**config.mk**
```make
export PLATFORM = sky130hd
export DESIGN_NAME = hid_region_decode
export DESIGN_NICKNAME = d
export VERILOG_FILES = /design/src/hdl/periph_pkg.sv /design/src/hdl/hid_region_decode.sv
export SDC_FILE = /design/constraint.sdc
export NUM_CORES = 1
export LEC_CHECK = 0
export BUFFER_PORTS_ARGS = -buffer_cell sky130_fd_sc_hd__clkbuf_2
export CAP_MARGIN = 5
export CORE_UTILIZATION = 35
export DETAILED_ROUTE_END_ITERATION = 10
export GPL_TIMING_DRIVEN = 0
export PLACE_DENSITY_LB_ADDON = 0.1
export SKIP_LAST_GASP = 1
export SYNTH_ARGS = -nofsm -noshare
export SYNTH_HDL_FRONTEND = slang
export SYNTH_SLANG_ARGS = --single-unit
```
**constraint.sdc**
```tcl
create_clock -name msoc_clk -period 4.13 [get_ports msoc_clk]
set_input_delay 0.6195 -clock msoc_clk [delete_from_list [all_inputs] [get_ports msoc_clk]]
set_output_delay 0.6195 -clock msoc_clk [all_outputs]
set_load 0.01 [all_outputs]
```
**src/hdl/periph_pkg.sv**
```systemverilog
// Peripheral block shared definitions
`default_nettype none

package periph_pkg;

   typedef logic [17:0] hid_addr_t;
   typedef logic [63:0] hid_data_t;
   typedef logic [7:0]  hid_be_t;
   typedef logic [2:0]  region_t;
   typedef logic [15:0] key_code_t;   // ASCII in 14:8, scancode in 7:0
   typedef logic [15:0] baud_div_t;   // Clocks per line bit
   typedef logic [7:0]  led_t;
   typedef logic [15:0] dip_t;
   typedef logic [31:0] reg_word_t;
   typedef logic [7:0]  uart_byte_t;

   typedef enum logic [1:0] {TX_IDLE, TX_START, TX_DATA, TX_STOP} uart_tx_state_t;
   typedef enum logic [1:0] {RX_IDLE, RX_START, RX_DATA, RX_STOP} uart_rx_state_t;

   // Address bits 17:15
   localparam region_t REGION_KEYB = 3'd0;
   localparam region_t REGION_REGS = 3'd2;
   localparam region_t REGION_RAM  = 3'd3;

   // Write offsets on address bits 5:2
   localparam logic [3:0] OFS_LED      = 4'd0;
   localparam logic [3:0] OFS_BAUD     = 4'd1;
   localparam logic [3:0] OFS_UART_TX  = 4'd2;
   localparam logic [3:0] OFS_UART_ACK = 4'd3;

   // Read offsets on address bits 6:2
   localparam logic [4:0] RD_LED       = 5'd0;
   localparam logic [4:0] RD_BAUD      = 5'd1;
   localparam logic [4:0] RD_UART_STAT = 5'd2;
   localparam logic [4:0] RD_DIP       = 5'd3;

   localparam reg_word_t REG_DEFAULT = 32'hDEADBEEF;
   localparam int        KEYB_DEPTH  = 16;
   localparam int        RAM_WORDS   = 512;
   localparam baud_div_t BAUD_RESET  = 16'd868;

endpackage

`default_nettype wire
```
**src/hdl/hid_region_decode.sv**
```systemverilog
// Host bus region decoder
`default_nettype none

module hid_region_decode
  (
   input  wire                   msoc_clk,
   input  wire                   rstn,
   input  wire                   hid_en_i,
   input  periph_pkg::hid_be_t   hid_we_i,
   input  periph_pkg::hid_addr_t hid_addr_i,
   output logic                  keyb_sel_o,
   output logic                  regs_sel_o,
   output logic                  ram_sel_o,
   input  periph_pkg::reg_word_t keyb_rdata_i,
   input  periph_pkg::reg_word_t regs_rdata_i,
   input  periph_pkg::hid_data_t ram_rdata_i,
   output periph_pkg::hid_data_t hid_rddata_o
   );

   periph_pkg::region_t   region, rd_region;
   periph_pkg::reg_word_t keyb_q;
   logic                  rd_access;

   assign region    = hid_addr_i[17:15];
   assign rd_access = hid_en_i & (hid_we_i == '0);

   assign keyb_sel_o = hid_en_i & (region == periph_pkg::REGION_KEYB);
   assign regs_sel_o = hid_en_i & (region == periph_pkg::REGION_REGS);
   assign ram_sel_o  = hid_en_i & (region == periph_pkg::REGION_RAM);

   always_ff @(posedge msoc_clk or negedge rstn)
     if (!rstn)
       begin
          rd_region <= periph_pkg::REGION_KEYB;   // Reads zero until first access
          keyb_q    <= '0;
       end
     else if (rd_access)
       begin
          rd_region <= region;
          if (keyb_sel_o)
            keyb_q <= keyb_rdata_i;   // FIFO word is combinational
       end

   // Regs and RAM hold their own registered read words
   always_comb
     case (rd_region)
       periph_pkg::REGION_KEYB: hid_rddata_o = {32'b0, keyb_q};
       periph_pkg::REGION_REGS: hid_rddata_o = {32'b0, regs_rdata_i};
       periph_pkg::REGION_RAM:  hid_rddata_o = ram_rdata_i;
       default:                 hid_rddata_o = '0;   // Unused regions
     endcase

endmodule

`default_nettype wire

```
==> results.toml <==
[outcome]
status = "complete, no violations"

[clocking]
cts_root_buffer = "clkbuf_8"
clkSlewWorstSetupHoldPaths_ps = 70
htree_levels = 2
cts_hold_buf = 0
cts_made_buffers = 5
clock_path_buffers = 2
cts_sinks = 35
worstSkewPairLatency_ps = 280
postCtsSetupBuffers = 0
cts_repair_resize_count = 0
cts_tree = "built"

[floorplan]
ios = 224
rows = 30
die_area_mm2 = 0.00759
die_y_um = 87.1
core_mm2 = 0.00691
die_w_um = 87.1
start_util = 0.367

[routing]
num_vias = 2551
wire_per_inst_um = 14.1
drc = 0
first_iter_violations = 35
viasPerCell = 4.70
ant_nets = 0
firstDrtPassIters = 4
finalWirelength_um = 7670

[finish]
drive_gt1_frac = 0.653
nets = 603
final_area_mm2 = 0.00381
diodes = 0
syn_to_final_growth_pct = 50.2

[sta]
finClkSkew_ps = 0
finalCritPeriodShare = 0.649
timing.fmax_mhz = 373
slew_violations = 0
rsz0062_at_grt = "no"
setup-violations-final = 0
min_period_ps = 2680
hold_viol_final = 0
slew_headroom = 0.420
tns_ps = 0
tightestPinTransition_ps = 870

[synthesis]
ys_top_cells_by_area = "dfrtp_1 35%, mux2_4 18%, mux2_2 16%"
synthArstFlopShare = 1.00
synthTopCellsByCount = "37 x mux2_2, 35 x dfrtp_1, 34 x nor2_1"
yosysTopAreaCell = "dfrtp_1"
ys.flop_type = "dfrtp_1"
synth.distinct_cells = 19
synth_edf_count = 0
synth-seq-cells = 35
syn-num-nets = 388
synth_warnings = 0
synth_area_per_cell_um2 = 11.0
synth_top_area_frac = 0.346
yosysMostFrequentCell = "mux2_2"
ys_seq_area_frac = 0.346
syn_inst = 231
syn_area_mm2 = 0.00253

[pwr]
power_density_mw_per_mm2 = 216
peakVddDrop_uv = 136
leakage_nw = 2.11

[global_routing]
antenna_found_initial = 0
grt_max_degree = 36
grt_pass1_wl_um = 11500
grt_overflow = 0
grt_pass1_vias = 2369
grt_use_total = 0.197

[critical_path]
rr_startpoint = "rd_region[0]"
cp-end-kind = "primary output"
crit_type = "reg -> out"
crit_path_start_kind = "flop"
cp.arrival_ps = 2060
reg2reg_slack_ps = 2890
crit_required_ps = 3510
r2r_end = "rd_region[0]"
r2r_cells = 3
cp_max_fo = 10

[placed_design]
portBuffers = 208
postPlaceCellArea_mm2 = 0.00370
dp_hpwl_um = 6070
routabilityCongestion = 0.740

[flow_run]
drv_cap = 0

[hold_path]
hold_class = "in -> async"
==> worst max-delay path by stage <==
stage               slack, ps    startpoint                to
floorplan                2170  rd_region[0]   hid_rddata_o[0]
global placement         1780  rd_region[0]   hid_rddata_o[0]
CTS                      1400  rd_region[1]  hid_rddata_o[20]
detailed placement       1720  rd_region[1]  hid_rddata_o[20]
global route             1220  rd_region[0]   hid_rddata_o[0]
finish                   1450  rd_region[1]  hid_rddata_o[30]
==> power by group <==
group	internal, mW	switching [mW]
Combinational	0.0898	0.0747
Clock	0.180	0.132
Sequential	0.345	0.00110
==> routing by layer <==
layer / wire [µm] / part of all wire / GRT usage
met3: 608 / 0.079 / 0.0370
met2: 3950 / 0.51 / 0.358
met4: 92 / 0.012 / 0.0522
met1: 3020 / 0.39 / 0.237
met5: 0 / 0 / 0
==> stage by stage <==
step	setup slack, ps	hold slack, ps	power [mW]	utilization	instances
after floorplan	2170	324	0.423	-	231
after global placement	1780	492	0.517	0.535	535
after detailed placement	1720	494	0.520	0.535	535
after CTS	1400	458	0.832	0.551	543
after global routing	1220	518	0.862	0.551	543
final	1450	437	0.822	0.551	543
==> critical path, stage by stage (launching register included) <==
cell and delay (ps):
dfrtp_1 360, clkbuf_1 210, nor2_1 350, clkbuf_1 420, a22oi_1 170, nor2_1 130
clkbuf_2 150
==> flip-flops by register name, indices dropped and copies added (netlist names) <==
register	cells
keyb_q	32
rd_region	3
==> cell families (layout without fill, tap and decap cells) <==
group | Yosys count | in the layout | synth area share
buffers and inverters | 22 | 238 | 0.0563
DFF | 35 | 35 | 0.346
AOI/OAI and AO/OA | 32 | 32 | 0.0948
muxes | 67 | 67 | 0.342
and+or+nand+nor | 75 | 75 | 0.161
==> placed cells by master (no fill, tap or decap), drive strengths merged, types with 2 or more instances in the layout <==
master  synthesis  layout
clkbuf         15     228
mux2           67      67
dfrtp          35      35
nor2           34      34
a22oi          32      32
and2           32      32
buf             7       7
clkinv          0       2
==> area by class of cell <==
| cell class | count | area [µm²] |
|---|---|---|
| fill | 682 | 3100 |
| multi-input combinational | 174 | 1520 |
| timing repair buffer | 208 | 1040 |
| sequential | 35 | 876 |
| buffer | 22 | 143 |
| tap | 96 | 120 |
| clock buffer | 5 | 68.8 |
| clock inverter | 3 | 43.8 |
No activity file was read; power rests on OpenSTA's default activity.
