==> src/hdl/periph_pkg.sv <==
// Peripheral block shared definitions
`default_nettype none

package periph_pkg;

   typedef logic [17:0] hid_addr_t;
   typedef logic [63:0] hid_data_t;
   typedef logic [7:0]  hid_be_t;
   typedef logic [2:0]  region_t;
   typedef logic [15:0] key_code_t;   // ASCII in 14:8, scancode in 7:0
   typedef logic [15:0] baud_div_t;   // Clocks per line bit
   typedef logic [7:0]  led_t;
   typedef logic [15:0] dip_t;
   typedef logic [31:0] reg_word_t;
   typedef logic [7:0]  uart_byte_t;

   typedef enum logic [1:0] {TX_IDLE, TX_START, TX_DATA, TX_STOP} uart_tx_state_t;
   typedef enum logic [1:0] {RX_IDLE, RX_START, RX_DATA, RX_STOP} uart_rx_state_t;

   // Address bits 17:15
   localparam region_t REGION_KEYB = 3'd0;
   localparam region_t REGION_REGS = 3'd2;
   localparam region_t REGION_RAM  = 3'd3;

   // Write offsets on address bits 5:2
   localparam logic [3:0] OFS_LED      = 4'd0;
   localparam logic [3:0] OFS_BAUD     = 4'd1;
   localparam logic [3:0] OFS_UART_TX  = 4'd2;
   localparam logic [3:0] OFS_UART_ACK = 4'd3;

   // Read offsets on address bits 6:2
   localparam logic [4:0] RD_LED       = 5'd0;
   localparam logic [4:0] RD_BAUD      = 5'd1;
   localparam logic [4:0] RD_UART_STAT = 5'd2;
   localparam logic [4:0] RD_DIP       = 5'd3;

   localparam reg_word_t REG_DEFAULT = 32'hDEADBEEF;
   localparam int        KEYB_DEPTH  = 16;
   localparam int        RAM_WORDS   = 512;
   localparam baud_div_t BAUD_RESET  = 16'd868;

endpackage

`default_nettype wire
==> src/hdl/uart_core.sv <==
// UART transmitter and receiver
`default_nettype none

module uart_core
  (
   input  wire                    msoc_clk,
   input  wire                    rstn,
   input  wire                    rx_i,
   output logic                   tx_o,
   input  periph_pkg::baud_div_t  baud_i,
   input  wire                    transmit_i,
   input  periph_pkg::uart_byte_t tx_byte_i,
   input  wire                    recv_ack_i,
   output periph_pkg::reg_word_t  status_o
   );

   periph_pkg::uart_tx_state_t tx_state;
   periph_pkg::uart_rx_state_t rx_state;
   periph_pkg::baud_div_t      tx_timer, rx_timer;
   periph_pkg::uart_byte_t     tx_shift, rx_shift, rx_byte;
   logic [2:0]                 tx_bit, rx_bit;
   logic                       rx_prev, received, recv_error;
   logic                       is_transmitting, is_receiving;

   // Transmit side, each line bit lasts baud_i clocks
   always_ff @(posedge msoc_clk or negedge rstn)
     if (!rstn)
       begin
          tx_state <= periph_pkg::TX_IDLE;
          tx_o     <= 1'b1;
          tx_timer <= '0;
          tx_shift <= '0;
          tx_bit   <= '0;
       end
     else
       case (tx_state)
         periph_pkg::TX_IDLE:
           if (transmit_i)
             begin
                tx_shift <= tx_byte_i;
                tx_o     <= 1'b0;   // Start bit
                tx_timer <= baud_i - 1'b1;
                tx_state <= periph_pkg::TX_START;
             end
         periph_pkg::TX_START:
           if (tx_timer == '0)
             begin
                tx_o     <= tx_shift[0];
                tx_shift <= tx_shift >> 1;
                tx_bit   <= '0;
                tx_timer <= baud_i - 1'b1;
                tx_state <= periph_pkg::TX_DATA;
             end
           else
             tx_timer <= tx_timer - 1'b1;
         periph_pkg::TX_DATA:
           if (tx_timer == '0)
             begin
                tx_timer <= baud_i - 1'b1;
                if (tx_bit == 3'd7)
                  begin
                     tx_o     <= 1'b1;   // Stop bit
                     tx_state <= periph_pkg::TX_STOP;
                  end
                else
                  begin
                     tx_o     <= tx_shift[0];   // LSB first
                     tx_shift <= tx_shift >> 1;
                     tx_bit   <= tx_bit + 1'b1;
                  end
             end
           else
             tx_timer <= tx_timer - 1'b1;
         default:
           if (tx_timer == '0)
             tx_state <= periph_pkg::TX_IDLE;
           else
             tx_timer <= tx_timer - 1'b1;
       endcase

   // Receive side, samples mid-bit
   always_ff @(posedge msoc_clk or negedge rstn)
     if (!rstn)
       begin
          rx_state   <= periph_pkg::RX_IDLE;
          rx_prev    <= 1'b1;
          rx_timer   <= '0;
          rx_shift   <= '0;
          rx_bit     <= '0;
          rx_byte    <= '0;
          received   <= 1'b0;
          recv_error <= 1'b0;
       end
     else
       begin
          rx_prev <= rx_i;
          if (recv_ack_i)
            begin
               received   <= 1'b0;
               recv_error <= 1'b0;
            end
          case (rx_state)
            periph_pkg::RX_IDLE:
              if (rx_prev && !rx_i)
                begin
                   rx_timer <= {1'b0, baud_i[15:1]} - 1'b1;   // Half a bit
                   rx_state <= periph_pkg::RX_START;
                end
            periph_pkg::RX_START:
              if (rx_timer == '0)
                begin
                   if (rx_i)
                     rx_state <= periph_pkg::RX_IDLE;   // Glitch, not a start bit
                   else
                     begin
                        rx_bit   <= '0;
                        rx_timer <= baud_i - 1'b1;
                        rx_state <= periph_pkg::RX_DATA;
                     end
                end
              else
                rx_timer <= rx_timer - 1'b1;
            periph_pkg::RX_DATA:
              if (rx_timer == '0)
                begin
                   rx_shift <= {rx_i, rx_shift[7:1]};
                   rx_bit   <= rx_bit + 1'b1;
                   rx_timer <= baud_i - 1'b1;
                   if (rx_bit == 3'd7)
                     rx_state <= periph_pkg::RX_STOP;
                end
              else
                rx_timer <= rx_timer - 1'b1;
            default:
              if (rx_timer == '0)
                begin
                   if (rx_i)
                     begin
                        received <= 1'b1;
                        rx_byte  <= rx_shift;
                     end
                   else
                     recv_error <= 1'b1;   // Stop bit low
                   rx_state <= periph_pkg::RX_IDLE;
                end
              else
                rx_timer <= rx_timer - 1'b1;
          endcase
       end

   assign is_transmitting = (tx_state != periph_pkg::TX_IDLE);
   assign is_receiving    = (rx_state != periph_pkg::RX_IDLE);

   assign status_o = {20'b0, is_receiving, is_transmitting, recv_error, received, rx_byte};

endmodule

`default_nettype wire

==> config.mk <==
export PLATFORM = sky130hd
export DESIGN_NAME = uart_core
export DESIGN_NICKNAME = d
export VERILOG_FILES = /design/src/hdl/periph_pkg.sv /design/src/hdl/uart_core.sv
export SDC_FILE = /design/constraint.sdc
export NUM_CORES = 1
export LEC_CHECK = 0
export ABC_AREA = 1
export BUFFER_PORTS_ARGS = -buffer_cell sky130_fd_sc_hd__buf_4
export CORE_ASPECT_RATIO = 0.5
export CORE_UTILIZATION = 25
export DETAILED_ROUTE_END_ITERATION = 8
export PLACE_DENSITY = 0.45
export SKIP_CTS_REPAIR_TIMING = 1
export SLEW_MARGIN = 20
export SYNTH_ARGS = -nofsm -noshare
export SYNTH_HDL_FRONTEND = slang
export SYNTH_SLANG_ARGS = --single-unit
==> constraint.sdc <==
create_clock -name msoc_clk -period 2.7 [get_ports msoc_clk]
set_input_delay 0.54 -clock msoc_clk [delete_from_list [all_inputs] [get_ports msoc_clk]]
set_output_delay 0.54 -clock msoc_clk [all_outputs]
set_load 0.005 [all_outputs]
==> results.json <==
{
  "hpwl_um": 11200,
  "crit_fanout": 10,
  "r2r-end": "tx_timer[2]$_DFFE_PN0P_",
  "rsz0062_at_grt": "no",
  "fillers": 2312,
  "final_cell_mix": "nand2_1 (249), inv_1 (92), nor2_1 (85)",
  "synth.avg_cell_area_um2": 6.68,
  "cts_tree": "yes",
  "drcViolationCount": 0,
  "path_buf_inv": 3,
  "clk_latency_ns": 0.35,
  "setup_viol": 0,
  "finalSetupTns_ns": 0,
  "finalCritPeriodShare_pct": 83.9,
  "grt_use_total_pct": 13.5,
  "path_cells": "inv_1 -> ha_1 -> inv_1 -> buf_4",
  "drive_gt1_share_pct": 13.2,
  "dieArea_um2": 22100,
  "irDropWorstVdd_mv": 0.311,
  "synth_edf_count": 0,
  "final_cells": 1120,
  "r2r_slack_ns": 0.68,
  "relSlewSlack_pct": 66.4,
  "vias": 4897,
  "cp_common_cell": "inv_1",
  "post_dp_cell_area_um2": 5860,
  "clk_pin_slew_worst_paths_ns": 0.07,
  "portBuffers": 41,
  "nNetsFinal": 889,
  "min_period_ns": 2.26,
  "hp-class": "primary input to asynchronous set/reset pin",
  "grt_start_max_net_pins": 39,
  "path_class": "flop to output pin",
  "synth.distinct_cells": 42,
  "cellLeakagePower_nw": 3.10,
  "rr_startpoint": "tx_timer[0]$_DFFE_PN0P_",
  "async_flop_share_pct": 100,
  "place.gp.congestion": 0.898,
  "final_common_cell": "nand2_1",
  "ios": 62,
  "ys_warn_count": 0,
  "crit_path_end_kind": "output pin",
  "design_area_um2": 6150,
  "outcome": "finished, final reports clean",
  "ys_ff_latch": 70,
  "ctsHtreeMaxLevel": 3,
  "die_w_um": 209,
  "drt-total-wl_um": 14500,
  "rows": 37,
  "n_antenna_cell": 0,
  "area_delta_synth_final_pct": 14.4,
  "slowest_stage": "dfrtp_1",
  "clock-root-buffer": "clkbuf_16",
  "ant_nets": 0,
  "clk_path_buf_depth": 2,
  "slew_viol_final": 0,
  "path_delay_family": "buffers and inverters",
  "firstDrtPassIters": 5,
  "post-route-util_pct": 29.6,
  "yosysSeqAreaShare_pct": 32.6,
  "first_global_vias": 4659,
  "post_drt_wl_per_cell_um": 13.0,
  "placed_cells": 1104,
  "worstPathArrival_ns": 1.72,
  "start_util_pct": 25.9,
  "skew_ns": 0.00993,
  "synth_ff_type": "dfrtp_1",
  "numCtsBuffers": 9,
  "die_h_um": 106,
  "synthCells": 805,
  "core_area_um2": 20800,
  "fmax_ghz": 0.442,
  "hold_viol_final": 0,
  "via_per_inst": 4.37,
  "worstPathRequired_ns": 2.16,
  "critPathMaxStageDelay_ns": 0.42,
  "synth_area_um2": 5380,
  "powerDensity_nw_per_um2": 1040,
  "rr_worst_depth": 9,
  "total_power_mw": 6.40,
  "antenna_found_initial": 0,
  "cap_violations": 0,
  "grt_pass1_wl_um": 24100,
  "drtIter0Drc": 276,
  "cp-start-kind": "flop",
  "gr-total-overflow": 0,
  "tightest_slew_ns": 0.500,
  "cts.sinks": 70
}
[power breakdown]
group / switching, mW / internal, mW / total (mW)
Sequential: 0.336 / 1.42 / 1.76
Clock: 0.546 / 0.642 / 1.19
Combinational: 2.25 / 1.21 / 3.46
Total: 3.13 / 3.27 / 6.40
[worst max path at each step]
stage | from | to | slack (ns) | depth (start not counted)
CTS | rx_state[0]$_DFFE_PN0P_ | status_o[11] | 0.42 | 4
global placement | baud_i[1] | rx_timer[6]$_DFFE_PN0P_ | 0.61 | 12
finish | rx_state[0]$_DFFE_PN0P_ | status_o[11] | 0.44 | 4
detailed placement | baud_i[1] | rx_timer[14]$_DFFE_PN0P_ | 0.60 | 12
global route | rx_state[0]$_DFFE_PN0P_ | status_o[11] | 0.36 | 4
floorplan | baud_i[1] | rx_timer[14]$_DFFE_PN0P_ | 1.01 | 11
[area by class of cell]
class | count | area [µm²] | area share, %
timing repair buffer | 47 | 365 | 5.94
clock buffer | 9 | 225 | 3.66
tap | 273 | 342 | 5.55
clock inverter | 7 | 62.6 | 1.02
multi-input combinational | 617 | 3030 | 49.3
inverter | 97 | 369 | 6.00
sequential | 70 | 1750 | 28.5
[worst register-to-register path, delay by kind of cell (launching register included)]
| family | cells | cell delay, ns |
|---|---|---|
| simple gates | 4 | 0.49 |
| buf+inv | 2 | 0.48 |
| compound gates | 2 | 0.38 |
| flops | 1 | 0.37 |
| fa+ha+maj | 1 | 0.20 |
[kinds of logic after synthesis]
kind of cell    share of synthesized area (%)
buf+inv                                  12.3
fa+ha+maj                                4.19
compound gates                           12.2
mux                                     0.209
other cells                            0.0698
xor+xnor                                 2.61
simple gates                             35.8
flops                                    32.6
[state kept, by name (all words and copies together) (netlist names), 3 cells and up]
register,count
tx_shift,8
rx_byte,8
rx_shift,8
rx_timer,16
rx_bit,3
tx_timer,16
tx_bit,3
[routing by layer]
metal	global-route usage [%]	part of all wire, %	up-vias
met2	21.6	44	62
met5	0	0	-
met1	19.0	52	2236
met4	2.94	1.0	0
li1	-	-	2589
met3	2.32	2.6	10
[per-stage QoR]
stage	hold slack, ns	setup WS [ns]
final	0.139	0.436
after global routing	0.181	0.356
after CTS	0.156	0.422
after detailed placement	0.464	0.601
after global placement	0.456	0.614
after floorplan	0.244	1.01
[cells in the mapped netlist, drive strengths merged (4+ instances only)]
cell type,count,area share (%)
nand2,261,19
inv,95,6.7
nor2,95,7.4
o21ai,71,7.2
dfrtp,68,32
nand3,62,6.1
buf,35,5.1
a21oi,34,3.2
ha,18,4.2
xor2,14,2.3
or2,10,1.2
nand3b,6,0.84
clkbuf,5,0.35
nand4,5,0.58
nor3,4,0.37
No activity file was read; power rests on OpenSTA's default activity.
