**src/hdl/periph_pkg.sv**
```systemverilog
// Peripheral block shared definitions
`default_nettype none

package periph_pkg;

   typedef logic [17:0] hid_addr_t;
   typedef logic [63:0] hid_data_t;
   typedef logic [7:0]  hid_be_t;
   typedef logic [2:0]  region_t;
   typedef logic [15:0] key_code_t;   // ASCII in 14:8, scancode in 7:0
   typedef logic [15:0] baud_div_t;   // Clocks per line bit
   typedef logic [7:0]  led_t;
   typedef logic [15:0] dip_t;
   typedef logic [31:0] reg_word_t;
   typedef logic [7:0]  uart_byte_t;

   typedef enum logic [1:0] {TX_IDLE, TX_START, TX_DATA, TX_STOP} uart_tx_state_t;
   typedef enum logic [1:0] {RX_IDLE, RX_START, RX_DATA, RX_STOP} uart_rx_state_t;

   // Address bits 17:15
   localparam region_t REGION_KEYB = 3'd0;
   localparam region_t REGION_REGS = 3'd2;
   localparam region_t REGION_RAM  = 3'd3;

   // Write offsets on address bits 5:2
   localparam logic [3:0] OFS_LED      = 4'd0;
   localparam logic [3:0] OFS_BAUD     = 4'd1;
   localparam logic [3:0] OFS_UART_TX  = 4'd2;
   localparam logic [3:0] OFS_UART_ACK = 4'd3;

   // Read offsets on address bits 6:2
   localparam logic [4:0] RD_LED       = 5'd0;
   localparam logic [4:0] RD_BAUD      = 5'd1;
   localparam logic [4:0] RD_UART_STAT = 5'd2;
   localparam logic [4:0] RD_DIP       = 5'd3;

   localparam reg_word_t REG_DEFAULT = 32'hDEADBEEF;
   localparam int        KEYB_DEPTH  = 16;
   localparam int        RAM_WORDS   = 512;
   localparam baud_div_t BAUD_RESET  = 16'd868;

endpackage

`default_nettype wire
```
**src/hdl/keyb_fifo.sv**
```systemverilog
// Keyboard code FIFO
`default_nettype none

module keyb_fifo
  (
   input  wire                   msoc_clk,
   input  wire                   rstn,
   input  wire                   key_valid_i,
   input  periph_pkg::key_code_t key_code_i,
   input  wire                   pop_i,
   output periph_pkg::reg_word_t rdata_o
   );

   periph_pkg::key_code_t mem [periph_pkg::KEYB_DEPTH];

   logic [$clog2(periph_pkg::KEYB_DEPTH)-1:0] wr_ptr, rd_ptr;
   logic [$clog2(periph_pkg::KEYB_DEPTH):0]   count;
   logic                                      empty, full, push, pop;

   assign empty = (count == '0);
   assign full  = (count == periph_pkg::KEYB_DEPTH);
   assign push  = key_valid_i & ~full;   // Dropped when full
   assign pop   = pop_i & ~empty;

   always_ff @(posedge msoc_clk)
     if (push)
       mem[wr_ptr] <= key_code_i;

   always_ff @(posedge msoc_clk or negedge rstn)
     if (!rstn)
       begin
          wr_ptr <= '0;
          rd_ptr <= '0;
          count  <= '0;
       end
     else
       begin
          if (push)
            wr_ptr <= wr_ptr + 1'b1;   // Wraps at depth
          if (pop)
            rd_ptr <= rd_ptr + 1'b1;
          if (push && !pop)
            count <= count + 1'b1;
          else if (pop && !push)
            count <= count - 1'b1;
       end

   // Empty flag above the head entry
   assign rdata_o = {15'b0, empty, empty ? 16'b0 : mem[rd_ptr]};

endmodule

`default_nettype wire

```
**config.mk**
```make
export PLATFORM = sky130hd
export DESIGN_NAME = keyb_fifo
export DESIGN_NICKNAME = d
export VERILOG_FILES = /design/src/hdl/periph_pkg.sv /design/src/hdl/keyb_fifo.sv
export SDC_FILE = /design/constraint.sdc
export NUM_CORES = 1
export LEC_CHECK = 0
export BUFFER_PORTS_ARGS = -buffer_cell sky130_fd_sc_hd__buf_2
export CORE_UTILIZATION = 25
export CTS_CLUSTER_SIZE = 28
export DETAILED_ROUTE_END_ITERATION = 8
export SYNTH_ARGS = -nofsm -noshare
export SYNTH_HDL_FRONTEND = slang
export SYNTH_SLANG_ARGS = --single-unit
```
**constraint.sdc**
```tcl
create_clock -name msoc_clk -period 7 [get_ports msoc_clk]
set_clock_uncertainty 0.1 [all_clocks]
set_input_delay 0.35 -clock msoc_clk [delete_from_list [all_inputs] [get_ports msoc_clk]]
set_output_delay 0.35 -clock msoc_clk [all_outputs]
set_load 0.005 [all_outputs]
```
==> results_dict.tcl, run 1 <==
set metrics [dict create \
    fin_crit_sh_pct 54.13 \
    reg2regPathDepth 8 \
    drt-wirelength-per-cell_um 20.14 \
    tns_ns 0 \
    dpl_cell_area_um2 11530 \
    die_h_um 208.9 \
    design_area_um2 12280 \
    drt_pre_antenna_iters 4 \
    period_needed_ns 3.789 \
    wirelength_met1_mm 9.758 \
    synth-edff-count 256 \
    holdWs_ns 0.07744 \
    drive_gt1_share_pct 33.16 \
    grt-ovfl-total 0 \
    yosys.area.top_type "edfxtp_1" \
    power.density_nw_per_um2 390.4 \
    gp_congestion 0.6967 \
    cp.arrival_ns 3.34 \
    antenna_found_initial 2 \
    cts_tree "done" \
    die_area_um2 43630 \
    hold_path_startpoint "pop_i" \
    crit_type "register to output port" \
    port_buffers 36 \
    fin_util_pct 29.21 \
    h-tree-depth 1 \
    worst_pin_slew_ns 1.178 \
    cts.clk_slew.worst_paths_ns 0.06 \
    grt_pass1_wl_mm 33.47 \
    clk_path_buf_depth 3 \
    yosysMostFrequentCell "edfxtp_1" \
    cts_resized 0 \
    synth_warnings 0 \
    vias 4919 \
    cts_buffers 25 \
    wl_mm 22.37 \
    cts.sinks 269 \
    grt_max_degree 36 \
    detail-route-antenna-nets 0 \
    synthArstFlopShare_pct 4.833 \
    hold_path_class "primary input to register" \
    netlist.area_leader.share_pct 71.84 \
    drtIter0Drc 461 \
    ios 52 \
    met2_length_mm 11.14 \
    status "completed" \
    cts_root_buffer "clkbuf_16" \
    synth_area_leaders "edfxtp_1, mux4_2, dfrtp_1, mux2_2, a221o_1" \
    layout.nets 584 \
    syn_inst 501 \
    drc_errors 0 \
    synth_area_per_cell_um2 21.36 \
    highest_layer "met4" \
    yosysSeqAreaShare_pct 74.88 \
    grt.total_usage_pct 10.29 \
    reg2reg_from "count[0]$_DFFE_PN0P_" \
    rows 75 \
    start_util_pct 25.45 \
    holdPathStages 3 \
    coreArea_um2 42040 \
    hold_viol 0 \
    ir_drop_v 0.0002002 \
    vias_per_cell 4.428 \
    synth_seq_cells 269 \
    wl_met3_mm 1.037 \
    relSlewSlack_pct 21.36 \
    ys.flop_type "edfxtp_1" \
    r2r_setup_slack_ns 3.80 \
    start_kind "register" \
    cp_max_fo 34 \
    cap_violations 0 \
    grt_setup_unrepaired "false" \
    synth.distinct_cells 36 \
    setup_viol 0 \
    place_hpwl_mm 12.86 \
    fmax_mhz 263.9 \
    hold-path-endpoint "rd_ptr[0]$_DFFE_PN0P_" \
    worstSetupEndpointType "output port" \
    rr_endpoint "count[4]$_DFFE_PN0P_" \
    required_ns 6.55 \
    synthToLayoutAreaGrowth_pct 14.74 \
    grt_pass1_vias 5016 \
    maxSlewViolCount 0 \
    die_w_um 208.9 \
    yosys-top-cells-count "edfxtp_1, mux4_2, mux2_2" \
    power.leakage_nw 3.877 \
    synth_area_um2 10700 \
    clk_latency_ns 0.52 \
]
-- placed cells by master, fill, tap and decap left out, drive strengths merged, types with 2 or more instances in the layout --
master	n
a21o	2
a21oi	2
a221o	16
buf	51
clkbuf	30
clkinv	9
clkinvlp	2
conb	15
dfrtp	13
diode	2
edfxtp	256
ha	9
inv	6
mux2	18
mux4	64
nand2	10
nand2b	2
nor2	16
nor2b	16
nor3	7
o21ai	5
xnor2	6
xor2	3
-- metrics by stage --
step                power, mW  setup WS, ns  cells
floorplan               3.117         4.103    515
global placement        3.611         3.687   1065
detailed placement      3.624         3.676   1065
CTS                     4.878         3.120   1109
global route            5.026         3.027   1109
finish                  4.793         3.211   1111
-- logic make-up (layout without fill, tap and decap cells) --
kind of cell | after synthesis | in the layout | synth area share (%)
adder cells (fa/ha/maj) | 10 | 10 | 1.240
XOR/XNOR | 9 | 9 | 0.7367
flip-flops | 269 | 269 | 74.88
multiplexers | 83 | 83 | 15.46
other | 1 | 17 | 0.03505
AND/OR/NAND/NOR | 55 | 55 | 2.713
buffers and inverters | 45 | 100 | 2.514
AO/OA/AOI/OAI | 29 | 29 | 2.421
-- sequential cells by signal (all words and copies together), names as in the netlist --
register / flops
rd_ptr: 4
mem: 256
wr_ptr: 4
count: 5
-- metal layers --
layer | global-route usage, % | up-vias
li1 | - | 2134
met1 | 13.89 | 2641
met2 | 17.28 | 115
met3 | 1.353 | 29
met4 | 3.043 | 0
met5 | 0 | -
-- power by group --
part	switching (mW)	leakage [nW]	total [mW]	internal (mW)
sequential	0.221	2.46	2.18	1.96
combinational	0.658	1.06	1.36	0.705
clock	0.562	0.352	1.25	0.690
total	1.44	3.88	4.79	3.35
-- worst max-delay path, cell delays in order (launching register included) --
cell and delay (ns):
dfrtp_4 0.82, buf_4 0.60, mux4_2 0.58, mux2_2 0.29, a221o_1 0.32, buf_2 0.15
-- area by class of cell --
type | instances | area, µm²
antenna | 2 | 5.005
clock buffer | 30 | 644.4
clock inverter | 13 | 90.09
fill | 4101 | 29760
inverter | 5 | 18.77
multi-input combinational | 201 | 2521
sequential | 269 | 8021
tap | 539 | 674.4
timing repair buffer | 52 | 302.8
-- timing repair --
item / CTS / global route
hold buffers: 1 / 0
hold endpoints to repair: 13 / 0
buffers inserted: 0 / 0
-- worst max path at each step --
stage                           from              endpoint  slack, ns  cells past startpoint
3_5_place_dp   rd_ptr[1]$_DFFE_PN0P_            rdata_o[4]       3.68                      5
4_1_cts        rd_ptr[1]$_DFFE_PN0P_            rdata_o[4]       3.12                      5
5_1_grt        rd_ptr[1]$_DFFE_PN0P_            rdata_o[4]       3.03                      5
6_report       rd_ptr[1]$_DFFE_PN0P_            rdata_o[1]       3.21                      5
3_3_place_gp   rd_ptr[1]$_DFFE_PN0P_            rdata_o[4]       3.69                      5
2_1_floorplan   count[0]$_DFFE_PN0P_  count[4]$_DFFE_PN0P_       4.10                      9
Power figures use the tool's default switching activity.
==> run 2: changes to the inputs <==
- clock period: 7 -> 3.5 ns (I/O delays scaled with it)
==> results_dict.tcl, run 2 (synthesis results as in run 1) <==
set metrics [dict create \
    crit_chain "buf_12, mux4_2, mux2_2, a221o_1, buf_2" \
    hold_viol 0 \
    final_cells 1139 \
    setup_viol 0 \
    cap_violations 0 \
    die_h_um 208.9 \
    relSlewSlack_pct 51.48 \
    ios 52 \
    period_needed_ns 3.178 \
    hold_path_class "primary input to register" \
    cts.sinks 269 \
    largest_registers "mem x256, count x5" \
    grt_pass1_vias 5215 \
    multi_input_area_um2 2521 \
    vias 5043 \
    grt_setup_unrepaired "false" \
    finalPower_mw 9.843 \
    drc_errors 0 \
    status "completed" \
    dpl_cell_area_um2 11630 \
    clk_latency_ns 0.52 \
    cp.arrival_ns 2.90 \
    grt_max_degree 29 \
    detail-route-antenna-nets 0 \
    dpl.cell_count 1074 \
    place_hpwl_mm 12.73 \
    wl_mm 22.01 \
    gp_congestion 0.7359 \
    slowest_stage "dfrtp_4" \
    cts_buffers 25 \
    cts_tree "done" \
    power.density_nw_per_um2 779.9 \
    h-tree-depth 1 \
    drt-wirelength-per-cell_um 19.32 \
    design_area_um2 12620 \
    fmax_mhz 314.6 \
    cts.clk_slew.worst_paths_ns 0.07 \
    rows 75 \
    tns_ns 0 \
    largest_reg_flops 256 \
    cts_root_buffer "clkbuf_16" \
    ir_drop_v 0.0003163 \
    start_util_pct 25.45 \
    start_kind "register" \
    drive_gt1_share_pct 33.39 \
    crit_type "register to output port" \
    clk_path_buf_depth 3 \
    fillers 4058 \
    final_common_cell "edfxtp_1" \
    antenna_found_initial 1 \
    die_w_um 208.9 \
    grt_pass1_wl_mm 33.29 \
    slowest_delay_ns 0.79 \
    layout_common_cells "edfxtp_1, mux4_2, buf_2" \
    required_ns 3.22 \
    worstSetupEndpointType "output port" \
    drtIter0Drc 357 \
    synthToLayoutAreaGrowth_pct 17.95 \
    largest_register "mem" \
    dpl_worst_slack_ns 0.3322 \
    grt-ovfl-total 0 \
    ff_latch_area_um2 8021 \
    worst_pin_slew_ns 0.7243 \
    reg2reg_from "count[0]$_DFFE_PN0P_" \
    die_area_um2 43630 \
    layout.nets 611 \
    post-cts-setup-buffers 0 \
    hold_path_startpoint "key_valid_i" \
    coreArea_um2 42040 \
    port_buffers 36 \
    maxSlewViolCount 0 \
    cp-startpoint "rd_ptr[1]$_DFFE_PN0P_" \
    cp_max_fo 28 \
    drt_pre_antenna_iters 4 \
    power.leakage_nw 4.041 \
    vias_per_cell 4.428 \
    fin_crit_sh_pct 90.81 \
    grt.total_usage_pct 10.18 \
    fin_ws_ns 0.3218 \
]
## run 2: cell count changes in the layout (fill, tap and decap cells not counted)
cell | previous run | this run
buf_12 | 0 | 3
buf_4 | 15 | 21
bufinv_16 | 1 | 3
clkbuf_1 | 5 | 3
clkinv_1 | 7 | 9
diode_2 | 2 | 1
dlygate4sd3_1 | 1 | 19
## run 2: worst max-delay path: cells and delay by family (launching register included)
kind | cells | cell delay (ns)
flip-flops | 1 | 0.79
multiplexers | 2 | 0.79
buffers and inverters | 2 | 0.42
AO/OA/AOI/OAI | 1 | 0.34
## run 2: routing by layer
metal | vias to the layer above | GRT usage, % | routed length [µm]
met1 | 2672 | 13.37 | 9344
met4 | 0 | 3.753 | 578
met3 | 38 | 1.202 | 1170
li1 | 2191 | - | -
met2 | 142 | 17.29 | 10920
met5 | - | 0 | 0
## run 2: final timing paths
check	to	slack (ns)	depth (start not counted)
min in group asynchronous	count[2]$_DFFE_PN0P_	0.64	3
worst min-delay path	wr_ptr[0]$_DFFE_PN0P_	0.08	3
worst max-delay path	rdata_o[12]	0.32	5
worst min register to register	count[2]$_DFFE_PN0P_	0.43	2
max in group asynchronous	rd_ptr[0]$_DFFE_PN0P_	2.17	3
worst max register to register	count[4]$_DFFE_PN0P_	0.35	8
## run 2: layout make-up
class	instances	area share [%]
Antenna cell	1	0.01983
Tap cell	539	5.343
Timing Repair Buffer	79	4.659
Sequential cell	269	63.56
Clock buffer	28	5.046
Inverter	5	0.1487
Multi-Input combinational cell	201	19.98
Clock inverter	17	1.249
## run 2: what timing repair did
action                    CTS  global route
hold endpoints to repair  273             0
hold buffers               19             0
resized for setup           0             0
## run 2: metrics by stage
stage	util [%]	hold WS, ns
global placement	27.67	-0.004802
finish	30.02	0.07936
floorplan	-	-0.2206
detailed placement	27.67	-0.005127
global route	30.02	0.09990
CTS	30.01	0.06480
## run 2: where the power goes
group / total, mW / internal, mW / switching, mW / leakage (nW)
clock network: 2.64 / 1.53 / 1.12 / 0.381
logic: 2.90 / 1.50 / 1.40 / 1.20
registers: 4.30 / 3.91 / 0.386 / 2.46
