[src/hdl/periph_pkg.sv]
// Peripheral block shared definitions
`default_nettype none

package periph_pkg;

   typedef logic [17:0] hid_addr_t;
   typedef logic [63:0] hid_data_t;
   typedef logic [7:0]  hid_be_t;
   typedef logic [2:0]  region_t;
   typedef logic [15:0] key_code_t;   // ASCII in 14:8, scancode in 7:0
   typedef logic [15:0] baud_div_t;   // Clocks per line bit
   typedef logic [7:0]  led_t;
   typedef logic [15:0] dip_t;
   typedef logic [31:0] reg_word_t;
   typedef logic [7:0]  uart_byte_t;

   typedef enum logic [1:0] {TX_IDLE, TX_START, TX_DATA, TX_STOP} uart_tx_state_t;
   typedef enum logic [1:0] {RX_IDLE, RX_START, RX_DATA, RX_STOP} uart_rx_state_t;

   // Address bits 17:15
   localparam region_t REGION_KEYB = 3'd0;
   localparam region_t REGION_REGS = 3'd2;
   localparam region_t REGION_RAM  = 3'd3;

   // Write offsets on address bits 5:2
   localparam logic [3:0] OFS_LED      = 4'd0;
   localparam logic [3:0] OFS_BAUD     = 4'd1;
   localparam logic [3:0] OFS_UART_TX  = 4'd2;
   localparam logic [3:0] OFS_UART_ACK = 4'd3;

   // Read offsets on address bits 6:2
   localparam logic [4:0] RD_LED       = 5'd0;
   localparam logic [4:0] RD_BAUD      = 5'd1;
   localparam logic [4:0] RD_UART_STAT = 5'd2;
   localparam logic [4:0] RD_DIP       = 5'd3;

   localparam reg_word_t REG_DEFAULT = 32'hDEADBEEF;
   localparam int        KEYB_DEPTH  = 16;
   localparam int        RAM_WORDS   = 512;
   localparam baud_div_t BAUD_RESET  = 16'd868;

endpackage

`default_nettype wire
[src/hdl/ctrl_regs.sv]
// Control and status registers
`default_nettype none

module ctrl_regs
  (
   input  wire                     msoc_clk,
   input  wire                     rstn,
   input  wire                     sel_i,
   input  periph_pkg::hid_be_t     hid_we_i,
   input  periph_pkg::hid_addr_t   hid_addr_i,
   input  periph_pkg::hid_data_t   hid_wrdata_i,
   input  periph_pkg::dip_t        from_dip_i,
   output periph_pkg::led_t        to_led_o,
   output periph_pkg::baud_div_t   baud_o,
   output periph_pkg::uart_byte_t  tx_byte_o,
   output logic                    transmit_o,
   output logic                    recv_ack_o,
   input  periph_pkg::reg_word_t   uart_status_i,
   output periph_pkg::reg_word_t   rdata_o
   );

   periph_pkg::dip_t dip_q;
   logic             wr_access, rd_access;

   assign wr_access = sel_i & (|hid_we_i);
   assign rd_access = sel_i & (hid_we_i == '0);

   always_ff @(posedge msoc_clk or negedge rstn)
     if (!rstn)
       begin
          to_led_o   <= '0;
          baud_o     <= periph_pkg::BAUD_RESET;
          transmit_o <= 1'b0;
          recv_ack_o <= 1'b0;
          dip_q      <= '0;
       end
     else
       begin
          dip_q      <= from_dip_i;
          transmit_o <= 1'b0;   // Single cycle strobes
          recv_ack_o <= 1'b0;
          if (wr_access)
            case (hid_addr_i[5:2])
              periph_pkg::OFS_LED:      to_led_o   <= hid_wrdata_i[7:0];
              periph_pkg::OFS_BAUD:     baud_o     <= hid_wrdata_i[15:0];
              periph_pkg::OFS_UART_TX:  transmit_o <= 1'b1;
              periph_pkg::OFS_UART_ACK: recv_ack_o <= 1'b1;
              default: ;
            endcase
       end

   // Byte to send, loaded with the transmit strobe
   always_ff @(posedge msoc_clk)
     if (wr_access && hid_addr_i[5:2] == periph_pkg::OFS_UART_TX)
       tx_byte_o <= hid_wrdata_i[7:0];

   always_ff @(posedge msoc_clk)
     if (rd_access)
       case (hid_addr_i[6:2])
         periph_pkg::RD_LED:       rdata_o <= {24'b0, to_led_o};
         periph_pkg::RD_BAUD:      rdata_o <= {16'b0, baud_o};
         periph_pkg::RD_UART_STAT: rdata_o <= uart_status_i;
         periph_pkg::RD_DIP:       rdata_o <= {16'b0, dip_q};
         default:                  rdata_o <= periph_pkg::REG_DEFAULT;
       endcase

endmodule

`default_nettype wire

[config.mk]
export PLATFORM = sky130hd
export DESIGN_NAME = ctrl_regs
export DESIGN_NICKNAME = d
export VERILOG_FILES = /design/src/hdl/periph_pkg.sv /design/src/hdl/ctrl_regs.sv
export SDC_FILE = /design/constraint.sdc
export NUM_CORES = 1
export LEC_CHECK = 0
export ABC_CLOCK_PERIOD_IN_PS = 3500
export BUFFER_PORTS_ARGS = -buffer_cell sky130_fd_sc_hd__buf_2
export CAP_MARGIN = 20
export CELL_PAD_IN_SITES_DETAIL_PLACEMENT = 1
export CELL_PAD_IN_SITES_GLOBAL_PLACEMENT = 2
export CORE_MARGIN = 4
export CORE_UTILIZATION = 29
export CTS_BUF_LIST = sky130_fd_sc_hd__clkbuf_4 sky130_fd_sc_hd__clkbuf_8
export DETAILED_ROUTE_END_ITERATION = 10
export GPL_ROUTABILITY_DRIVEN = 0
export PLACE_DENSITY = 0.86
export RECOVER_POWER = 50
export SLEW_MARGIN = 40
export SYNTH_ARGS = -nofsm -noshare
export SYNTH_HDL_FRONTEND = slang
export SYNTH_SLANG_ARGS = --single-unit
[constraint.sdc]
create_clock -name msoc_clk -period 3.5 [get_ports msoc_clk]
set_clock_uncertainty 0.15 [all_clocks]
set_input_delay 0.525 -clock msoc_clk [delete_from_list [all_inputs] [get_ports msoc_clk]]
set_output_delay 0.525 -clock msoc_clk [all_outputs]
set_load 0.02 [all_outputs]
==> results.sh, run 1 <==
export IMPL_critPathTopFamily="buffers and inverters"
export IMPL_post_route_util_pct=39.7
export IMPL_cts_buffers=9
export IMPL_fill_cells=1168
export IMPL_worstMarginPinSlew_ps=2320
export IMPL_htree_levels=3
export IMPL_antenna_cells=0
export IMPL_ys_seq_elements=82
export IMPL_critical_path_class="input port to flop"
export IMPL_postSynthCellCount=191
export IMPL_antenna_found_initial=0
export IMPL_maxCapViolCount=1
export IMPL_die_y_um=114
export IMPL_grt_pass1_vias=2473
export IMPL_clk_pin_slew_ps=80
export IMPL_dieWidth_um=114
export IMPL_grt_pass1_wl_mm=13.6
export IMPL_hold_start="from_dip_i[7]"
export IMPL_violations="capacitance limit, slew limit"
export IMPL_crit_buf_inv=2
export IMPL_end_kind="flop"
export IMPL_critical_path_required_ps=3550
export IMPL_fin_hold_ws_ps=134
export IMPL_cp_slowest_cell="clkbuf_1"
export IMPL_hold_class="input port to flop"
export IMPL_ys_types=28
export IMPL_cts_sink_count=82
export IMPL_ant_nets=0
export IMPL_ios=207
export IMPL_dp_hpwl_mm=6.57
export IMPL_cpPeakStageDelay_ps=870
export IMPL_clock_latency_ps=340
export IMPL_rrSetupSlack_ps=2150
export IMPL_vias=2282
export IMPL_netlist_area_um2=3240
export IMPL_holdBufCountCts=0
export IMPL_synth_area_per_cell_um2=17.0
export IMPL_first_iter_violations=52
export IMPL_leakage_nw=1.90
export IMPL_critPathMaxFanout=24
export IMPL_wire_per_inst_um=18.5
export IMPL_vias_per_cell=4.70
export IMPL_r2r_end="rdata_o[15]"
export IMPL_post_place_cells=470
export IMPL_area_growth_pct=33.2
export IMPL_outcome="finished, violations left"
export IMPL_max_freq_mhz=389
export IMPL_crit_path_start_kind="input port"
export IMPL_cts_setup_buffers=0
export IMPL_peakVddDrop_uv=193
export IMPL_row_count=38
export IMPL_rsz0062_at_grt="false"
export IMPL_ys_warn_count=0
export IMPL_root_buffer="clkbuf_8"
export IMPL_multi_input_area_um2=938
export IMPL_worstReg2RegStart="dip_q[15]"
export IMPL_port_buffers=145
export IMPL_grt_ovfl_total=0
export IMPL_core_area_um2=10900
export IMPL_worstPathArrival_ps=2620
export IMPL_register_area_um2=2260
export IMPL_power_per_cell_area_nw_per_um2=522
export IMPL_period_needed_ps=2570
export IMPL_worstPathCellList="clkbuf_1, nor2b_2, clkbuf_1, a221o_1, a221o_1"
export IMPL_finalCritPeriodShare_pct=73.4
export IMPL_layout_cells_non_filler=486
export IMPL_cts_resized=0
export IMPL_whs_path_depth=1
export IMPL_hold_end="dip_q[7]"
export IMPL_track_usage_pct=14.0
export IMPL_max_slew_margin_pct=-54.7
export IMPL_drt_wl_total_mm=9.01
export IMPL_clockBufferDepth=2
export IMPL_start_util_pct=29.8
export IMPL_setup_violations_final=0
export IMPL_syn_num_nets=332
export IMPL_drt_first_pass_iters=4
export IMPL_final_max_slew_viol_count=43
export IMPL_nets=482
export IMPL_ys_seq_area_share_pct=69.6
export IMPL_die_area_um2=12900
export IMPL_fin_setup_tns_ps=0
export IMPL_hold_viol=0
export IMPL_grt_max_degree=43
export IMPL_drive_above_1_share_pct=48.8
export IMPL_drc_errors=0
export IMPL_cts_tree="done"
export IMPL_r2r_cells=2
[power by group]
part,leakage [nW],internal (W),switching (W)
clock,0.117,0.000425,0.000319
combinational,0.884,0.000161,0.000197
sequential,0.898,0.00110,0.0000582
[cell usage after synthesis]
library cell | instances | area (um2)
o2111ai_4 | 2 | 52.6
nor3b_1 | 1 | 7.51
a21o_1 | 11 | 82.6
nor3_1 | 3 | 15.0
or3_1 | 1 | 6.26
buf_12 | 1 | 20.0
dfstp_2 | 5 | 131
buf_6 | 1 | 11.3
nand2_1 | 1 | 3.75
edfxtp_1 | 40 | 1200
a221o_1 | 20 | 200
dfrtp_1 | 37 | 926
and2_1 | 2 | 12.5
and3_1 | 5 | 31.3
nand3_1 | 4 | 20.0
nor2_1 | 5 | 18.8
nor2b_1 | 2 | 12.5
inv_1 | 1 | 3.75
or4_4 | 1 | 11.3
mux2_4 | 10 | 150
a22oi_1 | 2 | 15.0
o211ai_1 | 1 | 7.51
clkbuf_1 | 8 | 30.0
or4_1 | 1 | 7.51
mux2_2 | 22 | 248
nand4_1 | 1 | 6.26
buf_2 | 1 | 5.00
buf_1 | 2 | 7.51
[layer usage]
| metal | vias up | track usage (%) | part of all wire (%) |
|---|---|---|---|
| met3 | 6 | 4.40 | 7.5 |
| met4 | 0 | 4.35 | 0.90 |
| met1 | 1144 | 17.2 | 42 |
| met2 | 88 | 23.8 | 50 |
| li1 | 1044 | - | - |
| met5 | - | 0 | 0 |
[stage by stage]
step | setup WS, ps | instance area (um2) | power, W
after floorplan | 438 | 3250 | 0.00137
after global placement | 819 | 4140 | 0.00152
after detailed placement | 760 | 4160 | 0.00154
after CTS | 1140 | 4380 | 0.00230
after global routing | 654 | 4320 | 0.00237
final | 929 | 4320 | 0.00226
[layout by cell type (no fill, tap or decap), drive strengths merged, types with 2 or more instances in the layout]
cell,count
or4,2
nor3,3
mux2,32
a21o,11
buf,109
a22oi,2
o2111ai,2
dfrtp,37
nor2,5
clkbuf,58
nand3,4
nor2b,2
and3,5
and2,2
edfxtp,40
dfstp,5
a221o,20
[worst max path at each step]
stage	depth (start not counted)	slack, ps	from	end
detailed placement	4	760	hid_we_i[1]	rdata_o[9]
global route	1	650	rstn	baud_o[7]
global placement	4	820	hid_we_i[1]	rdata_o[10]
finish	5	930	hid_addr_i[3]	rdata_o[2]
floorplan	3	440	hid_we_i[5]	rdata_o[0]
CTS	4	1140	hid_we_i[1]	rdata_o[13]
[sequential cells by signal, summed over array words and instances, names as in the netlist]
name / count
recv_ack_o: 1
transmit_o: 1
to_led_o: 8
baud_o: 16
rdata_o: 32
tx_byte_o: 8
dip_q: 16
[final cells by class]
class | count | share of cell area (%)
clock buffers | 15 | 4.49
multi-input cells | 95 | 21.7
repair buffers | 152 | 16.7
clock inverters | 1 | 0.695
flip-flops and latches | 82 | 52.3
inverters | 1 | 0.0869
well taps | 140 | 4.05
[logic make-up after synthesis]
family / count (synthesis) / share of synthesized area, %
flip-flops: 82 / 69.6
AO/OA/AOI/OAI: 36 / 11.0
multiplexers: 32 / 12.3
AND/OR/NAND/NOR: 27 / 4.71
buffers and inverters: 14 / 2.39
Note: power is estimated with default switching activity, not from simulation.
==> inputs of run 2 (changes only) <==
ABC_AREA = 1   (was default)
ABC_CLOCK_PERIOD_IN_PS = 2100   (was 3500)
CORE_UTILIZATION = 23   (was 29)
PLACE_DENSITY = 0.77   (was 0.86)
clock period = 2.1 ns   (was 3.5 ns; I/O delays follow)
==> run 2 against run 1 <==
Compared with the run above:
- critical endpoint is now rdata_o[0]
- synthesized area increased by 12%
- the run now ends clean
- combinational power increased by 67%
- clock-buffer cell count decreased by 3
- sequential power increased by 67%
- synthesized cell count increased by 91%
- clock power increased by 40%
- setup slack got worse by 510 ps
==> results.sh, run 2 <==
export IMPL_clock_latency_ps=360
export IMPL_vias_per_cell=4.29
export IMPL_grt_max_degree=43
export IMPL_synth_area_per_cell_um2=9.99
export IMPL_synthTopCellsByCount="120 x nand2_1, 65 x nand4_1, 40 x edfxtp_1, 37 x dfrtp_1, 29 x nor2_1"
export IMPL_largest_reg_flops=32
export IMPL_drc_errors=0
export IMPL_p_comb_share_pct=16.8
export IMPL_intPower_w=0.00249
export IMPL_use_met3_pct=4.31
export IMPL_die_y_um=134
export IMPL_critPathMaxFanout=24
export IMPL_synth_edf_count=40
export IMPL_synthFlopType="edfxtp_1"
export IMPL_power_switching_w=0.00107
export IMPL_htree_levels=3
export IMPL_cts_sink_count=82
export IMPL_end_kind="flop"
export IMPL_leakage_nw=2.32
export IMPL_antenna_found_initial=0
export IMPL_cts_resized=0
export IMPL_drt_wl_total_mm=12.1
export IMPL_dieWidth_um=134
export IMPL_final_common_cell="nand2_1"
export IMPL_yosysTopAreaCellShare_pct=33.0
export IMPL_outcome="finished clean"
export IMPL_grt_pass1_wl_mm=19.0
export IMPL_wire_per_inst_um=16.2
export IMPL_fill_cells=1857
export IMPL_period_needed_ps=1680
export IMPL_grt_util_met1_pct=17.7
export IMPL_whs_path_depth=3
export IMPL_grt_use_met2_pct=21.8
export IMPL_track_usage_pct=13.8
export IMPL_worstPathArrival_ps=1630
export IMPL_ios=207
export IMPL_netlist_area_um2=3640
export IMPL_die_area_um2=17900
export IMPL_start_util_pct=23.7
export IMPL_maxCapViolCount=0
export IMPL_ys_seq_area_share_pct=62.1
export IMPL_dp_hpwl_mm=9.25
export IMPL_worstMarginPinSlew_ps=579
export IMPL_nets=675
export IMPL_power_per_cell_area_nw_per_um2=726
export IMPL_clk_pin_slew_ps=80
export IMPL_cts_tree="done"
export IMPL_synth_area_leader_cell="edfxtp_1"
export IMPL_dpl_cell_area_um2=4640
export IMPL_ys_types=22
export IMPL_ys_warn_count=0
export IMPL_ys_top_cells_by_area="edfxtp_1 33%, dfrtp_1 25%, nand2_1 12%"
export IMPL_core_area_um2=15400
export IMPL_area_growth_pct=34.7
export IMPL_final_cell_mix="121 x nand2_1, 109 x buf_2, 65 x nand4_1"
export IMPL_peakVddDrop_uv=259
export IMPL_largest_register="rdata_o"
export IMPL_critical_path_class="input port to flop"
export IMPL_max_slew_margin_pct=61.4
export IMPL_finalCritPeriodShare_pct=80.0
export IMPL_grt_ovfl_total=0
export IMPL_final_area_um2=4900
export IMPL_grt_pass1_vias=3498
export IMPL_cts_setup_buffers=0
export IMPL_max_freq_mhz=595
export IMPL_ys_seq_elements=82
export IMPL_rsz0062_at_grt="false"
export IMPL_p_clk_share_pct=29.2
export IMPL_port_buffers=145
export IMPL_vias=3218
export IMPL_synthMostInstantiatedCell="nand2_1"
export IMPL_drive_above_1_share_pct=29.7
export IMPL_ant_nets=0
export IMPL_clockBufferDepth=2
export IMPL_hold_viol=0
export IMPL_postSynthCellCount=364
export IMPL_fin_hold_ws_ps=44.3
export IMPL_setup_violations_final=0
export IMPL_hold_class="input port to flop"
export IMPL_reg_top3="rdata_o x32, baud_o x16, dip_q x16"
export IMPL_syn_num_nets=505
export IMPL_critical_path_required_ps=2050
export IMPL_row_count=45
export IMPL_crit_path_start_kind="input port"
export IMPL_synth_async_sr_flop_share_pct=51.2
export IMPL_fin_setup_tns_ps=0
export IMPL_first_iter_violations=103
export IMPL_drt_first_pass_iters=4
export IMPL_power_total_w=0.00355
export IMPL_r2r_cells=4
export IMPL_grt_busiest_layer="met2"
export IMPL_root_buffer="clkbuf_8"
export IMPL_swShare_pct=30.0
export IMPL_antenna_cells=0
export IMPL_cts_buffers=9
export IMPL_final_max_slew_viol_count=0
export IMPL_p_seq_share_pct=53.9
## run 2: cell count changes after synthesis, moves of 9 or more
cell and delta:
inv_1 +24, a21o_1 -11, mux2_2 -22, nand2_1 +119, nor2_1 +24, a221o_1 -20
mux2_4 -10, nand4_1 +64, buf_2 +9
## run 2: cell families after synthesis
family / Yosys count / share of synthesized area (%)
AND/OR/NAND/NOR: 233 / 31.5
flip-flops: 82 / 62.1
buffers and inverters: 49 / 6.43
## run 2: what timing repair did
action,CTS,global route
hold buffers,17,0
setup endpoints to repair,0,0
endpoints found under the hold margin,53,0
## run 2: metrics by stage
stage	worst slack (ps)	cells	util, %
floorplan	208	364	-
global placement	224	717	30.2
detailed placement	149	717	30.2
CTS	508	750	32.4
global route	281	750	31.9
finish	419	750	31.9
## run 2: cell type report
cell class / count / area (um2) / area share [%]
sequential: 82 / 2260 / 46.1
multi-input combinational: 233 / 1130 / 23.0
tap: 211 / 264 / 5.39
inverter: 29 / 109 / 2.22
timing repair buffer: 179 / 972 / 19.8
clock inverter: 4 / 21.3 / 0.434
clock buffer: 12 / 146 / 2.99
## run 2: final timing paths
kind,startpoint,end,slack (ps)
worst max-delay path,hid_addr_i[5],rdata_o[0],420
worst min-delay path,hid_wrdata_i[8],baud_o[8],40
worst max register to register,baud_o[5],rdata_o[5],880
worst min register to register,baud_o[9],baud_o[9],330
max in group asynchronous,rstn,dip_q[7],970
min in group asynchronous,rstn,dip_q[4],420
## run 2: power groups by stage
stage / combinational (W) / sequential, W / clock (W)
final: 0.000598 / 0.00192 / 0.00104
after global routing: 0.000667 / 0.00194 / 0.00115
after CTS: 0.000618 / 0.00192 / 0.00108
after detailed placement: 0.000590 / 0.00195 / 0
after global placement: 0.000578 / 0.00195 / 0
after floorplan: 0.000183 / 0.00204 / 0
## run 2: critical path, stage by stage
cell	delay, ps
clkbuf_1	110
nor2_4	240
nand3_1	400
nand4_4	440
nand2_1	110
## run 2: routing by layer
metal | up-vias | routed length, um
met5 | - | 0
li1 | 1582 | -
met4 | 0 | 248
met3 | 19 | 913
met2 | 112 | 5560
met1 | 1505 | 5410
==> inputs of run 3 (changes only) <==
ABC_CLOCK_PERIOD_IN_PS = 1400   (was 2100)
clock period = 1.4 ns   (was 2.1 ns; I/O delays follow)
==> run 3 against run 2 <==
Compared with the run above:
- via count grew 8.3%
- die area stayed put
- total power up 66%
- first-iteration DRC count increased by 27%
- critical endpoint is now baud_o[5]
==> results.sh, run 3 (synthesis gave the netlist of run 2 again) <==
export IMPL_outcome="finished clean"
export IMPL_htree_levels=3
export IMPL_endpoint="baud_o[5]"
export IMPL_area_growth_pct=53.9
export IMPL_cts_tree="done"
export IMPL_dp_hpwl_mm=10.0
export IMPL_clockBufferDepth=2
export IMPL_wire_per_inst_um=16.1
export IMPL_layout_cells_non_filler=804
export IMPL_critical_path_required_ps=1040
export IMPL_grt_pass1_wl_mm=20.4
export IMPL_peakVddDrop_uv=506
export IMPL_drt_wl_total_mm=13.0
export IMPL_worstPathCellList="buf_6"
export IMPL_grt_pass1_vias=3751
export IMPL_finalCritPeriodShare_pct=99.9
export IMPL_first_iter_violations=131
export IMPL_clock_latency_ps=350
export IMPL_grt_max_degree=43
export IMPL_max_freq_mhz=715
export IMPL_fill_cells=1797
export IMPL_drive_above_1_share_pct=37.3
export IMPL_antenna_found_initial=0
export IMPL_end_kind="output pin"
export IMPL_fin_setup_tns_ps=0
export IMPL_final_common_cell="buf_2"
export IMPL_maxCapViolCount=0
export IMPL_crit_buf_inv=1
export IMPL_critPathTopFamily="flip-flops"
export IMPL_vias=3485
export IMPL_crit_path_start_kind="flop"
export IMPL_cpPeakStageDelay_ps=570
export IMPL_ios=207
export IMPL_worstPathArrival_ps=1040
export IMPL_reg_top3="rdata_o x32, baud_o x16, dip_q x16"
export IMPL_setup_violations_final=0
export IMPL_worstSetupPathDepth=1
export IMPL_cts_sink_count=82
export IMPL_die_area_um2=17900
export IMPL_clk_pin_slew_ps=80
export IMPL_row_count=45
export IMPL_rrSetupSlack_ps=90
export IMPL_leakage_nw=2.68
export IMPL_core_area_um2=15400
export IMPL_largest_register="rdata_o"
export IMPL_dieWidth_um=134
export IMPL_drc_errors=0
export IMPL_cp_slowest_cell="dfstp_2"
export IMPL_r2r_cells=5
export IMPL_hold_viol=0
export IMPL_period_needed_ps=1400
export IMPL_final_cell_mix="127 x buf_2, 119 x nand2_1, 65 x nand4_1"
export IMPL_worstReg2RegStart="baud_o[5]"
export IMPL_nets=729
export IMPL_rsz0062_at_grt="true"
export IMPL_critPathMaxFanout=2
export IMPL_final_max_slew_viol_count=0
export IMPL_drt_first_pass_iters=4
export IMPL_vias_per_cell=4.33
export IMPL_r2r_end="rdata_o[5]"
export IMPL_start_util_pct=23.7
export IMPL_post_place_cells=736
export IMPL_track_usage_pct=14.7
export IMPL_antenna_cells=0
export IMPL_worstMarginPinSlew_ps=596
export IMPL_whs_path_depth=3
export IMPL_max_slew_margin_pct=60.3
export IMPL_cts_buffers=9
export IMPL_grt_ovfl_total=0
export IMPL_ant_nets=0
export IMPL_port_buffers=145
export IMPL_root_buffer="clkbuf_8"
export IMPL_crit_start="baud_o[5]"
export IMPL_power_per_cell_area_nw_per_um2=1050
export IMPL_hold_class="input port to flop"
export IMPL_largest_reg_flops=32
export IMPL_critical_path_class="flop to output pin"
export IMPL_die_y_um=134
-- run 3: cell type report --
class                      instances  area, um2  area share, %
tap                              211        264           4.72
inverter                          29        116           2.08
multi-input combinational        233       1160           20.7
clock inverter                     5       76.3           1.36
clock buffer                      11        145           2.59
sequential                        82       2260           40.3
timing repair buffer             233       1580           28.2
-- run 3: layer usage --
metal  global-route usage (%)  vias up  wire (um)
met5                        0        -          0
met4                     3.03        0        121
met3                     3.93        9        844
met2                     25.6      123       6350
met1                     18.3     1659       5660
li1                         -     1694          -
-- run 3: timing repair --
action / 4_1_cts / 5_1_grt
setup endpoints to repair: 5 / 5
setup buffers: 5 / 0
resized for setup: 10 / 0
hold endpoints to repair: 100 / 0
hold buffers: 47 / 0
-- run 3: metrics by stage --
step           util [%]  instance area, um2  total power, W  hold slack (ps)  worst slack [ps]
2_1_floorplan         -                3690         0.00335             -236              -338
3_3_place_gp       32.0                4910         0.00387             52.0              -294
3_5_place_dp       32.0                4910         0.00390             53.0              -338
4_1_cts            36.9                5680         0.00600            0.306             -18.8
5_1_grt            36.4                5600         0.00620             5.92             -49.4
6_report           36.4                5600         0.00590             18.3              1.32
-- run 3: how the worst min path moves through the flow --
stage                     slack [ps]              start     endpoint
after floorplan                 -240               rstn    baud_o[0]
after global placement            50               rstn     dip_q[8]
after detailed placement          50               rstn     dip_q[4]
after CTS                        0.3  uart_status_i[14]  rdata_o[14]
after global routing               6  uart_status_i[14]  rdata_o[14]
final                             20  uart_status_i[14]  rdata_o[14]
-- run 3: power by group --
group	total [W]	internal, W	switching [W]	leakage (nW)
sequential	0.00289	0.00272	0.000163	0.908
combinational	0.00112	0.000481	0.000636	1.66
clock	0.00190	0.00107	0.000833	0.117
